==> config.mk <==
export PLATFORM = sky130hd
export DESIGN_NAME = huffman_header_top
export DESIGN_NICKNAME = d
export VERILOG_FILES = /design/src/hdl/hh_pkg.sv /design/src/hdl/header_req_if.sv /design/src/hdl/fragment_bit_if.sv /design/src/hdl/leaf_dispatcher.sv /design/src/hdl/header_synthesis.sv /design/src/hdl/fragment_collector.sv /design/src/hdl/huffman_header_top.sv
export VERILOG_INCLUDE_DIRS = /design/src /design/src/include
export SDC_FILE = /design/constraint.sdc
export NUM_CORES = 1
export LEC_CHECK = 0
export BUFFER_PORTS_ARGS = -buffer_cell sky130_fd_sc_hd__buf_2
export CAP_MARGIN = 40
export CORE_ASPECT_RATIO = 0.9
export CORE_MARGIN = 1
export CORE_UTILIZATION = 47
export CTS_BUF_LIST = sky130_fd_sc_hd__clkbuf_4 sky130_fd_sc_hd__clkbuf_8
export CTS_CLUSTER_DIAMETER = 120
export DETAILED_ROUTE_END_ITERATION = 10
export PLACE_DENSITY = 0.72
export SLEW_MARGIN = 20
export SYNTH_ARGS = -nofsm -noshare
export SYNTH_HDL_FRONTEND = slang
export SYNTH_SLANG_ARGS = --single-unit
==> constraint.sdc <==
create_clock -name clk -period 2.62 [get_ports clk]
set_input_delay 0.393 -clock clk [delete_from_list [all_inputs] [get_ports clk]]
set_output_delay 0.393 -clock clk [all_outputs]
set_load 0.02 [all_outputs]
==> src/include/hh_defs.svh <==
`ifndef HH_DEFS_SVH
`define HH_DEFS_SVH

// sizing of the header writer

// number of header_synthesis lanes working side by side, 2, 4 or 8 all work
`define HH_LANES 4

// width of a character index coming from the codebook walker
`define HH_CHAR_W 8

// leading 1 plus the character bits that open every fragment
`define HH_LEAD_BITS 9

// a fragment adds at most two trailing zeros after the lead bits
`define HH_MAX_ZEROS 2

`endif

==> src/hdl/hh_pkg.sv <==
`include "hh_defs.svh"

package hh_pkg;

    // leaf view of a tree element, top bit low means a character
    typedef struct packed {
        logic                  is_sum;     // low for a leaf
        logic [`HH_CHAR_W-1:0] char_index; // character carried by the leaf
    } htree_leaf_t;

    // sum view of the same element, top bit high means an inner node
    typedef struct packed {
        logic                  is_sum;     // high for a sum node
        logic [`HH_CHAR_W-1:0] node_index; // index of the sum node in the tree
    } htree_sum_t;

    // one 9-bit tree element, read through whichever view is_sum selects
    typedef union packed {
        htree_leaf_t leaf; // view used when is_sum is low
        htree_sum_t  sum;  // view used when is_sum is high
    } htree_elem_u;

    // number of trailing zeros after the lead bits, 0 to 2
    typedef logic [1:0] zero_cnt_t;

    // pointer into the lane array, shared by the dispatcher and the collector
    typedef logic [$clog2(`HH_LANES)-1:0] lane_idx_t;

endpackage

==> src/hdl/header_req_if.sv <==
`include "hh_defs.svh"

// one leaf record travelling from the dispatcher to a single lane
interface header_req_if;
    import hh_pkg::*;

    logic                  load;       // one-cycle strobe, record is valid this cycle
    logic [`HH_CHAR_W-1:0] char_index; // character of the leaf that was found
    htree_elem_u           least1;     // first child of the element holding the leaf
    htree_elem_u           least2;     // second child of the element holding the leaf
    logic                  busy;       // lane holds a fragment that has not finished yet

    modport dispatcher (
        output load,
        output char_index,
        output least1,
        output least2,
        input  busy
    );

    modport lane (
        input  load,
        input  char_index,
        input  least1,
        input  least2,
        output busy
    );
endinterface

==> src/hdl/fragment_bit_if.sv <==
// serial handshake between one lane and the in-order collector
interface fragment_bit_if;

    logic grant;        // collector lets this lane shift, held until write_finish
    logic enable;       // lane has a valid bit on bit1 this cycle
    logic bit1;         // current fragment bit
    logic write_finish; // one-cycle pulse, comes the cycle after the last bit

    // lane side shifts its fragment out once granted
    modport lane (
        input  grant,
        output enable,
        output bit1,
        output write_finish
    );

    // collector side picks one lane at a time
    modport collector (
        output grant,
        input  enable,
        input  bit1,
        input  write_finish
    );

    // the lane never raises enable without grant, checked in the collector
endinterface

==> src/hdl/leaf_dispatcher.sv <==
`include "hh_defs.svh"

module leaf_dispatcher (
    input  logic                  clk,
    input  logic                  rst,
    input  logic                  found,      // codebook walker reached a leaf
    input  logic [`HH_CHAR_W-1:0] char_index, // character of that leaf
    input  hh_pkg::htree_elem_u   least1,     // first child of the element
    input  hh_pkg::htree_elem_u   least2,     // second child of the element
    output logic                  full,       // lane at the pointer is still busy
    header_req_if.dispatcher      req [`HH_LANES]
);
    import hh_pkg::*;

    lane_idx_t            ptr;      // lane that takes the next leaf
    logic [`HH_LANES-1:0] busy_vec; // busy levels gathered from all lanes
    logic                 accept;   // found and the target lane is free

    assign full   = busy_vec[ptr]; // combinational, follows the lane at the pointer
    assign accept = found && !full; // a strobe during full is dropped and flagged below

    // record fans out to every lane, only the lane at the pointer sees load
    for (genvar i = 0; i < `HH_LANES; i++) begin : g_route
        assign req[i].load       = accept && (ptr == lane_idx_t'(i)); // same cycle as found
        assign req[i].char_index = char_index;
        assign req[i].least1     = least1;
        assign req[i].least2     = least2;
        assign busy_vec[i]       = req[i].busy; // modport array needs a constant index
    end

    // round-robin pointer moves on after every accepted leaf
    always_ff @(posedge clk, posedge rst) begin
        if (rst) begin
            ptr <= '0; // first leaf after reset goes to lane 0
        end else if (accept) begin
            if (ptr == lane_idx_t'(`HH_LANES - 1)) begin
                ptr <= '0; // wrap back to the first lane
            end else begin
                ptr <= ptr + 1'b1;
            end
        end
    end

    // the walker must hold off while the next lane in order has not drained
    a_no_found_when_full: assert property (
        @(posedge clk) disable iff (rst)
        full |-> !found
    ) else $error("found strobed while full is high");

endmodule

==> src/hdl/header_synthesis.sv <==
`include "hh_defs.svh"

module header_synthesis (
    input logic clk,
    input logic rst,
    header_req_if.lane    req,  // leaf record from the dispatcher
    fragment_bit_if.lane  frag  // serial bits toward the collector
);
    import hh_pkg::*;

    localparam int MSB = `HH_LEAD_BITS - 1; // top bit of the header shift register

    logic [`HH_LEAD_BITS-1:0] header;       // leading 1 above the character, shifted out msb first
    htree_elem_u              least1_q;     // first child kept for the zero decision
    htree_elem_u              least2_q;     // second child kept for the zero decision
    logic                     char_added;   // high the cycle after load, zeros get decided then
    logic                     ready;        // zeros known, waiting for grant
    zero_cnt_t                zeroes;       // trailing zeros of this fragment
    logic [3:0]               count;        // bits sent so far in this fragment
    logic                     enable;       // a bit is on bit1 this cycle
    logic                     bit1;         // current serial bit
    logic                     write_finish; // pulse after the last bit
    logic                     busy;         // lane owns a fragment
    logic                     start;        // first bit goes out on this edge
    logic                     shift_lead;   // a header bit is taken on this edge
    logic [3:0]               frag_len;     // lead bits plus trailing zeros

    assign frag_len   = 4'(`HH_LEAD_BITS) + 4'(zeroes);
    assign start      = ready && frag.grant && !enable; // collector points here and lane is idle
    assign shift_lead = start || (enable && (count < 4'(`HH_LEAD_BITS)));

    // record and header, shifted left as each lead bit leaves
    always_ff @(posedge clk) begin
        if (req.load) begin
            header   <= {1'b1, req.char_index}; // control 1 then the character
            least1_q <= req.least1;
            least2_q <= req.least2;
        end else if (shift_lead) begin
            header <= {header[MSB-1:0], 1'b0};
        end
    end

    always_ff @(posedge clk, posedge rst) begin
        if (rst) begin
            char_added   <= 1'b0;
            ready        <= 1'b0;
            zeroes       <= '0;
            count        <= '0;
            enable       <= 1'b0;
            bit1         <= 1'b0;
            write_finish <= 1'b0;
            busy         <= 1'b0;
        end else begin
            char_added   <= req.load;
            write_finish <= 1'b0; // pulse by default
            if (req.load) begin
                busy <= 1'b1; // visible to the dispatcher one cycle after load
            end else if (write_finish) begin
                busy <= 1'b0; // free again the cycle after the finish pulse
            end
            if (char_added) begin
                // both children are characters and ours is least2, so the element is complete
                if (!least1_q.leaf.is_sum && !least2_q.leaf.is_sum &&
                    (header[`HH_CHAR_W-1:0] == least2_q.leaf.char_index)) begin
                    zeroes <= zero_cnt_t'(2);
                end else if (least1_q.sum.is_sum != least2_q.sum.is_sum) begin
                    zeroes <= zero_cnt_t'(1); // exactly one child is a sum
                end else begin
                    zeroes <= '0; // both sums, or the right character is still to come
                end
                ready <= 1'b1;
            end
            if (start) begin
                enable <= 1'b1;
                bit1   <= header[MSB]; // leading 1 goes first
                count  <= 4'd1;
            end else if (enable) begin
                if (count < frag_len) begin
                    bit1  <= shift_lead ? header[MSB] : 1'b0; // character bits, then zeros
                    count <= count + 1'b1;
                end else begin
                    enable       <= 1'b0;
                    bit1         <= 1'b0;
                    count        <= '0;
                    ready        <= 1'b0;
                    write_finish <= 1'b1;
                end
            end
        end
    end

    assign req.busy          = busy;
    assign frag.enable       = enable;
    assign frag.bit1         = bit1;
    assign frag.write_finish = write_finish;

    // the dispatcher only loads a lane that has drained
    a_no_load_when_busy: assert property (
        @(posedge clk) disable iff (rst)
        req.load |-> !busy
    ) else $error("lane loaded while busy");

    // a fragment never runs past the lead bits plus two zeros
    a_enable_bounded: assert property (
        @(posedge clk) disable iff (rst)
        $rose(enable) |-> ##[1:(`HH_LEAD_BITS + 2)] !enable
    ) else $error("enable held longer than a full fragment");

endmodule

==> src/hdl/fragment_collector.sv <==
`include "hh_defs.svh"

module fragment_collector (
    input  logic             clk,
    input  logic             rst,
    fragment_bit_if.collector frag [`HH_LANES], // one handshake per lane
    output logic             bit_valid,          // registered enable of the granted lane
    output logic             bit_data,           // registered bit of the granted lane
    output logic             frag_done           // registered write_finish of the granted lane
);
    import hh_pkg::*;

    lane_idx_t            ptr;     // lane that owns the serial output, same order as the dispatcher
    logic                 live;    // grant stays off until the first cycle out of reset
    logic [`HH_LANES-1:0] en_vec;  // enable of every lane
    logic [`HH_LANES-1:0] bit_vec; // bit1 of every lane
    logic [`HH_LANES-1:0] wf_vec;  // write_finish of every lane

    for (genvar i = 0; i < `HH_LANES; i++) begin : g_lane
        assign frag[i].grant = live && (ptr == lane_idx_t'(i)); // one lane at a time
        assign en_vec[i]     = frag[i].enable;
        assign bit_vec[i]    = frag[i].bit1;
        assign wf_vec[i]     = frag[i].write_finish;

        // a lane only shifts while it holds grant, so its bits can never be lost
        a_enable_needs_grant: assert property (
            @(posedge clk) disable iff (rst)
            frag[i].enable |-> frag[i].grant
        ) else $error("lane %0d shifted without grant", i);
    end

    // pointer and serial control
    always_ff @(posedge clk, posedge rst) begin
        if (rst) begin
            ptr       <= '0;
            live      <= 1'b0;
            bit_valid <= 1'b0;
            frag_done <= 1'b0;
        end else begin
            live      <= 1'b1;
            bit_valid <= en_vec[ptr];
            frag_done <= wf_vec[ptr]; // marks the end of each fragment
            if (wf_vec[ptr]) begin
                // grant drops here and moves to the next lane in order
                if (ptr == lane_idx_t'(`HH_LANES - 1)) begin
                    ptr <= '0;
                end else begin
                    ptr <= ptr + 1'b1;
                end
            end
        end
    end

    // data bit follows the granted lane one cycle late, qualified by bit_valid
    always_ff @(posedge clk) begin
        bit_data <= bit_vec[ptr];
    end

endmodule

==> src/hdl/huffman_header_top.sv <==
`include "hh_defs.svh"

module huffman_header_top (
    input  logic                  clk,
    input  logic                  rst,
    input  logic                  found,      // leaf strobe from the codebook walker
    input  logic [`HH_CHAR_W-1:0] char_index, // character of the leaf
    input  hh_pkg::htree_elem_u   least1,     // first child of the element, 9 bits
    input  hh_pkg::htree_elem_u   least2,     // second child of the element, 9 bits
    output logic                  full,       // walker must not strobe found while high
    output logic                  bit_valid,  // serial bit strobe for the SPI writer
    output logic                  bit_data,   // serial bit, fragments in found order
    output logic                  frag_done   // one pulse after each fragment
);

    header_req_if   req_bus  [`HH_LANES] (); // dispatcher to lane records
    fragment_bit_if frag_bus [`HH_LANES] (); // lane to collector bit streams

    // round-robin loader, combinational toward the lanes
    leaf_dispatcher u_dispatcher (
        .clk        (clk),
        .rst        (rst),
        .found      (found),
        .char_index (char_index),
        .least1     (least1),
        .least2     (least2),
        .full       (full),
        .req        (req_bus)
    );

    // one header writer per lane, each holds one fragment
    for (genvar i = 0; i < `HH_LANES; i++) begin : g_lanes
        header_synthesis u_lane (
            .clk  (clk),
            .rst  (rst),
            .req  (req_bus[i]),
            .frag (frag_bus[i])
        );
    end

    // drains the lanes in the order they were filled
    fragment_collector u_collector (
        .clk       (clk),
        .rst       (rst),
        .frag      (frag_bus),
        .bit_valid (bit_valid),
        .bit_data  (bit_data),
        .frag_done (frag_done)
    );

endmodule

* Word level (Yosys, flattened, before mapping) *
Index checks and enable logic that the tools add are counted.

word-level totals
  flip-flop bits (word level) = 164
  bits in latches = 0
  bits in writable memories = 0
  bits in read-only memories = 0
  input port bits = 29
  output and inout bits = 4
  logic and storage cells = 250
  memories kept = 0

cells by class
  $add $sub $neg = 10
  multiply operators = 0
  divide/modulo/power cells = 0
  magnitude comparators = 10
  equal/unequal tests = 14
  shifts and indexed selects = 0
  mux-type cells = 102
  bitwise logic cells = 0
  reduce and logical (&&, ||, !) cells = 60

operators by type and width
  kind                                                                           count
  1-bit 2-to-1 mux                                                               72
  8-bit 2-to-1 mux                                                               8
  4-bit 2-to-1 mux                                                               12
  8-bit equality test                                                            4
  1-bit logical AND                                                              29
  2-bit nonzero test                                                             12
  4-bit by 1-bit adder with 4-bit output (second input constant)                 4
  4-bit by 2-bit adder with 4-bit output (first input constant)                  4
  4-bit less-than comparator                                                     4
  4-bit less-than comparator (second input constant)                             4
  1-bit zero test                                                                13
  2-bit 2-to-1 mux                                                               6
  1-bit binary-select mux with 2-bit select                                      4
  2-bit equality test (second input constant)                                    4
  2-bit by 3-bit less-than comparator with 1-bit output (second input constant)  2
  2-bit by 1-bit adder with 2-bit output (second input constant)                 2
  2-bit by 1-bit equality test with 1-bit output (second input constant)         2
  2-bit zero test                                                                2
  1-bit logical OR                                                               4
  1-bit != test                                                                  4

* Depth between registers and ports, before layout *
  depth in word-level cells = 9
  gate-level depth with buffers = 7
  mapped depth without buffers = 7

* Hierarchy *
A second synthesis with hierarchy kept.

unflattened totals
  cell total of the unflattened synthesis = 562
  area total of the unflattened synthesis = 6952.9 um^2

modules (own cells, without submodules)
  module              times used  cells each  area an instance (um^2)  sequential area each (um^2)
  header_synthesis    4           100         1387.6                   860.8
  leaf_dispatcher     1           128         1026.0                   50.0
  fragment_collector  1           34          376.6                    145.1

* Worst setup path after synthesis *
No wires, ideal clock.

  kind = reg-to-reg
  start point = register u_dispatcher.ptr[0]
  end point = register g_lanes[3].u_lane.least1_q[8] in the netlist's numbering, enable pin
  setup time = 337 ps
  data arrival time = 1745 ps
  data required time = 2283 ps
  path slack = 538 ps
  stages on the path, launching flop included = 7
  buffers on the path = 2
  period minus slack after synthesis = 2082 ps
  cells stage by stage = dfrtp_1 mux4_2 nor2b_4 buf_6 nand2_4 buf_6 inv_1

between the ends
  word-level cells in the longest chain between the ends = 5
  elaborated cells between the ends (all ways) = 6
  those cells by class = eq/ne: 1; mux: 2; reduce/logical: 3

RTL lines
  what                                       RTL line                  source
  from (decl)                                leaf_dispatcher.sv:15     lane_idx_t ptr;
  from (signal assigned)                     leaf_dispatcher.sv:39     ptr <= ptr + 1'b1;
  1-bit binary-select mux with 2-bit select  leaf_dispatcher.sv:19     assign full = busy_vec[ptr];
  1-bit 2-to-1 mux (not written as such)     leaf_dispatcher.sv:19
  named net full                             huffman_header_top.sv:10  output logic full,
  1-bit zero test                            leaf_dispatcher.sv:20     assign accept = found && !full;
  1-bit logical AND                          leaf_dispatcher.sv:20
  1-bit logical AND                          leaf_dispatcher.sv:24     assign req[i].load = accept && (ptr == lane_idx_t'(i));
  named net g_lanes[3].u_lane.req.load       header_req_if.sv:22       input load,
  to (signal assigned)                       header_synthesis.sv:36    least1_q <= req.least1;
  to (decl)                                  header_synthesis.sv:14    htree_elem_u least1_q;

The timed path passes the listed nets, and every way through them passes these cells. The select of a mux whose other input is x is not followed.
A chain may end at the register's enable or synchronous reset.

* Final worst setup path *
  start point = register u_dispatcher.ptr[0]
  end point = register g_lanes[3].u_lane.least2_q[2] in the netlist's numbering, enable pin

between the ends
  word-level cells in the longest chain between the ends = 5
  elaborated cells between the ends (all ways) = 6
  those cells by class = eq/ne: 1; mux: 2; reduce/logical: 3

RTL lines
  what                                       RTL line                source
  1-bit binary-select mux with 2-bit select  leaf_dispatcher.sv:19
  1-bit 2-to-1 mux (not written as such)     leaf_dispatcher.sv:19
  1-bit zero test                            leaf_dispatcher.sv:20
  1-bit logical AND                          leaf_dispatcher.sv:20
  1-bit logical AND *                        leaf_dispatcher.sv:24
  named net g_lanes[3].u_lane.req.load       header_req_if.sv:22
  to (signal assigned)                       header_synthesis.sv:37  least2_q <= req.least2;
  to (decl)                                  header_synthesis.sv:15  htree_elem_u least2_q;

The timed path passes the listed nets; every way through them passes the cells marked *. The select of a mux whose other input is x is not followed.

==> impl_metrics.env <==
export IMPL_setup_viol=0
export IMPL_holdBufCountCts=0
export IMPL_netlist_area_um2=5998
export IMPL_critPathBufInv=2
export IMPL_ys_async_sr_fraction=0.4167
export IMPL_port_buffers=24
export IMPL_syn_num_nets=509
export IMPL_synth_seq_area_share=0.6066
export IMPL_yosysTopAreaCellShare=0.3605
export IMPL_ys_seq_elements=132
export IMPL_post_route_period_util=0.8616
export IMPL_synth_common_cells="edfxtp_1 (72), dfrtp_1 (55), inv_1 (48), ha_1 (32), nand2_1 (22)"
export IMPL_r2r_end="g_lanes[3].u_lane.least2_q[2]$_DFFE_PP_"
export IMPL_stdcell_count=660
export IMPL_path_clk_slew_ns=0.08
export IMPL_worstSetupPathType="register to register"
export IMPL_clockPowerShare=0.411
export IMPL_synth_area_leaders="edfxtp_1 (36%), dfrtp_1 (23%), ha_1 (6.7%)"
export IMPL_clock_skew_ns=0.01184
export IMPL_cpPeakStageDelay_ns=0.57
export IMPL_regArea_um2=3638
export IMPL_boundaryPins=33
export IMPL_clkLatencyLatePin_ns=0.44
export IMPL_r2r_setup_slack_ns=0.36
export IMPL_num_rows=38
export IMPL_power_density_nw_per_um2=572.9
export IMPL_die_h_um=109.2
export IMPL_htree_num_levels=4
export IMPL_nets=548
export IMPL_root_buffer="clkbuf_8"
export IMPL_num_vias=3545
export IMPL_clock_sinks=132
export IMPL_yosysWarnings=0
export IMPL_start_util=0.4890
export IMPL_postRouteAntennaNets=0
export IMPL_final_max_slew_viol_count=0
export IMPL_power_share_sequential=0.573
export IMPL_placed_cells=628
export IMPL_multi_input_area_um2=2113
export IMPL_power_frac_comb=0.017
export IMPL_grt_overflow_total=0
export IMPL_start_kind="register"
export IMPL_p_leak_nw=2.729
export IMPL_synth_most_common_cell="edfxtp_1"
export IMPL_grt_pass1_vias=3644
export IMPL_area_delta_synth_final_pct=11.18
export IMPL_p_sw_w=0.0008400
export IMPL_drtPass1Iterations=5
export IMPL_switching_share=0.2199
export IMPL_place_area_um2=6305
export IMPL_intPower_w=0.002980
export IMPL_drt_wl_total_um=11370
export IMPL_irDropWorstVdd_uv=469.2
export IMPL_numCtsBuffers=17
export IMPL_yosys_most_used_dff="edfxtp_1"
export IMPL_grt_antenna_before_repair=0
export IMPL_cts_tree="yes"
export IMPL_diodes=0
export IMPL_grt_pass1_wl_um=18440
export IMPL_r2r_start="u_dispatcher.ptr[0]$_DFFE_PP0P_"
export IMPL_endpoint="g_lanes[3].u_lane.least2_q[2]$_DFFE_PP_"
export IMPL_r2r_cells=5
export IMPL_yosysTopAreaCell="edfxtp_1"
export IMPL_cpMaxStageDelayCell="mux4_2"
export IMPL_syn_inst=448
export IMPL_rsz0062_at_grt="false"
export IMPL_vias_per_cell=5.371
export IMPL_grt_max_degree=56
export IMPL_n_fill_cell=999
export IMPL_synth_avg_cell_area_um2=13.39
export IMPL_cp_cell_sequence="mux4_2 -> nor2b_4 -> buf_4 -> nand2_4 -> inv_1"
export IMPL_finalCoreUtilization=0.5437
export IMPL_core_um2=12270
export IMPL_arrival_ns=2.34
export IMPL_maxCapViolations=0
export IMPL_post_cts_buffers=0
export IMPL_cp_end_kind="register"
export IMPL_synth_edf_count=72
export IMPL_max_freq_mhz=443.0
export IMPL_synth_cell_type_count=43
export IMPL_gp_congestion=0.8155
export IMPL_die_w_um=121.1
export IMPL_wl_per_cell_um=17.22
export IMPL_max_slew_margin=0.5422
export IMPL_worst_hold_path_type="input port to async pin"
export IMPL_whs_ns=0.1365
export IMPL_dpl_hpwl_um=8190
export IMPL_critPathMaxFanout=11
export IMPL_cts_resized=0
export IMPL_tightest_slew_ns=0.6867
export IMPL_hold_viol=0
export IMPL_clock_path_buffers=2
export IMPL_fp_dieArea_um2=13220
export IMPL_drt_iter0_drc=310
export IMPL_outcome="complete, no violations"
export IMPL_grt_usage=0.1925
export IMPL_period_minus_slack_ns=2.257
export IMPL_tns_ns=0
export IMPL_critPathRequiredTime_ns=2.70
export IMPL_final_layout_size_suffix_gt1_frac=0.2040
export IMPL_fin_area_um2=6669
export IMPL_path_delay_family="buffers and inverters"
export IMPL_route_detailed_drc=0
export IMPL_crit_cells=5
export IMPL_startpoint="u_dispatcher.ptr[0]$_DFFE_PP0P_"
==> cell type report <==
type	instances	area share
inverters	48	0.02702
clock buffers	19	0.03827
well taps	160	0.03002
flip-flops and latches	132	0.5456
clock inverters	13	0.01632
multi-input cells	257	0.3169
repair buffers	31	0.02589
==> tightest hold or removal path: stages <==
cell and delay (ns):
buf_2 0.10, inv_2 0.03, buf_4 0.54
==> power by group through the flow <==
stage	Sequential (W)	Combinational (W)	Clock (W)
3_3_place_gp	0.00223	0.0000645	0
2_1_floorplan	0.00223	0.0000224	0
4_1_cts	0.00219	0.0000670	0.00160
3_5_place_dp	0.00223	0.0000666	0
6_report	0.00219	0.0000638	0.00157
5_1_grt	0.00219	0.0000714	0.00171
==> worst min path at each step <==
| stage | endpoint | slack, ns | from | cells after the start |
|---|---|---|---|---|
| 4_1_cts | g_lanes[2].u_lane.zeroes[1]$_DFFE_PP0P_ | 0.15 | rst | 3 |
| 5_1_grt | g_lanes[1].u_lane.least2_q[4]$_DFFE_PP_ | 0.16 | least2[4] | 1 |
| 6_report | u_collector.frag_done$_DFF_PP0_ | 0.14 | rst | 3 |
| 3_3_place_gp | g_lanes[1].u_lane.req.busy$_DFFE_PP0P_ | 0.46 | g_lanes[1].u_lane.frag.write_finish$_DFF_PP0_ | 1 |
| 3_5_place_dp | g_lanes[3].u_lane.req.busy$_DFFE_PP0P_ | 0.47 | g_lanes[3].u_lane.frag.write_finish$_DFF_PP0_ | 1 |
| 2_1_floorplan | g_lanes[0].u_lane.req.busy$_DFFE_PP0P_ | 0.42 | g_lanes[0].u_lane.frag.write_finish$_DFF_PP0_ | 1 |
==> routing by layer <==
layer,routed length (um),vias up,track usage
met5,0,-,0
met4,159,0,0.07937
met3,521,14,0.06642
met2,5530,79,0.3057
met1,5155,1761,0.2414
li1,-,1691,-
==> logic make-up (layout without fill, tap and decap cells) <==
kind of cell	Yosys count	after routing	synth area share
adder cells (fa/ha/maj)	32	32	0.06675
XOR/XNOR	30	30	0.04380
buffers and inverters	59	111	0.04109
AO/OA/AOI/OAI	65	65	0.07343
AND/OR/NAND/NOR	87	87	0.07697
multiplexers	42	42	0.09074
other	1	1	0.0006252
flip-flops	132	132	0.6066
==> registers in the layout, summed over array words and instances, names as in the netlist, 8 cells and up <==
| register | cells |
|---|---|
| g_lanes.u_lane.zeroes | 8 |
| g_lanes.u_lane.least2_q | 36 |
| g_lanes.u_lane.header | 36 |
| g_lanes.u_lane.count | 16 |
==> cell usage in the layout (no fill, tap or decap), types with 7 or more instances in the layout <==
| cell | Yosys | routed |
|---|---|---|
| edfxtp_1 | 72 | 72 |
| dfrtp_1 | 55 | 55 |
| inv_1 | 48 | 47 |
| ha_1 | 32 | 32 |
| buf_2 | 2 | 24 |
| nand2_1 | 22 | 22 |
| mux2_2 | 21 | 21 |
| clkbuf_8 | 0 | 18 |
| xnor2_1 | 17 | 17 |
| nor2_1 | 16 | 16 |
| o21ai_0 | 13 | 13 |
| xor2_1 | 13 | 13 |
| mux2_4 | 12 | 12 |
| a21oi_1 | 10 | 10 |
| nand3_1 | 10 | 10 |
| a31oi_1 | 8 | 8 |
| nand4_1 | 8 | 8 |
| buf_4 | 0 | 7 |
==> per-stage QoR <==
| step | worst slack (ns) | total power [W] |
|---|---|---|
| 3_3_place_gp | 0.4708 | 0.002296 |
| 6_report | 0.3627 | 0.003821 |
| 4_1_cts | 0.3590 | 0.003855 |
| 5_1_grt | 0.2132 | 0.003966 |
| 2_1_floorplan | 0.5379 | 0.002252 |
| 3_5_place_dp | 0.3869 | 0.002298 |
No activity file was read; power rests on OpenSTA's default activity.
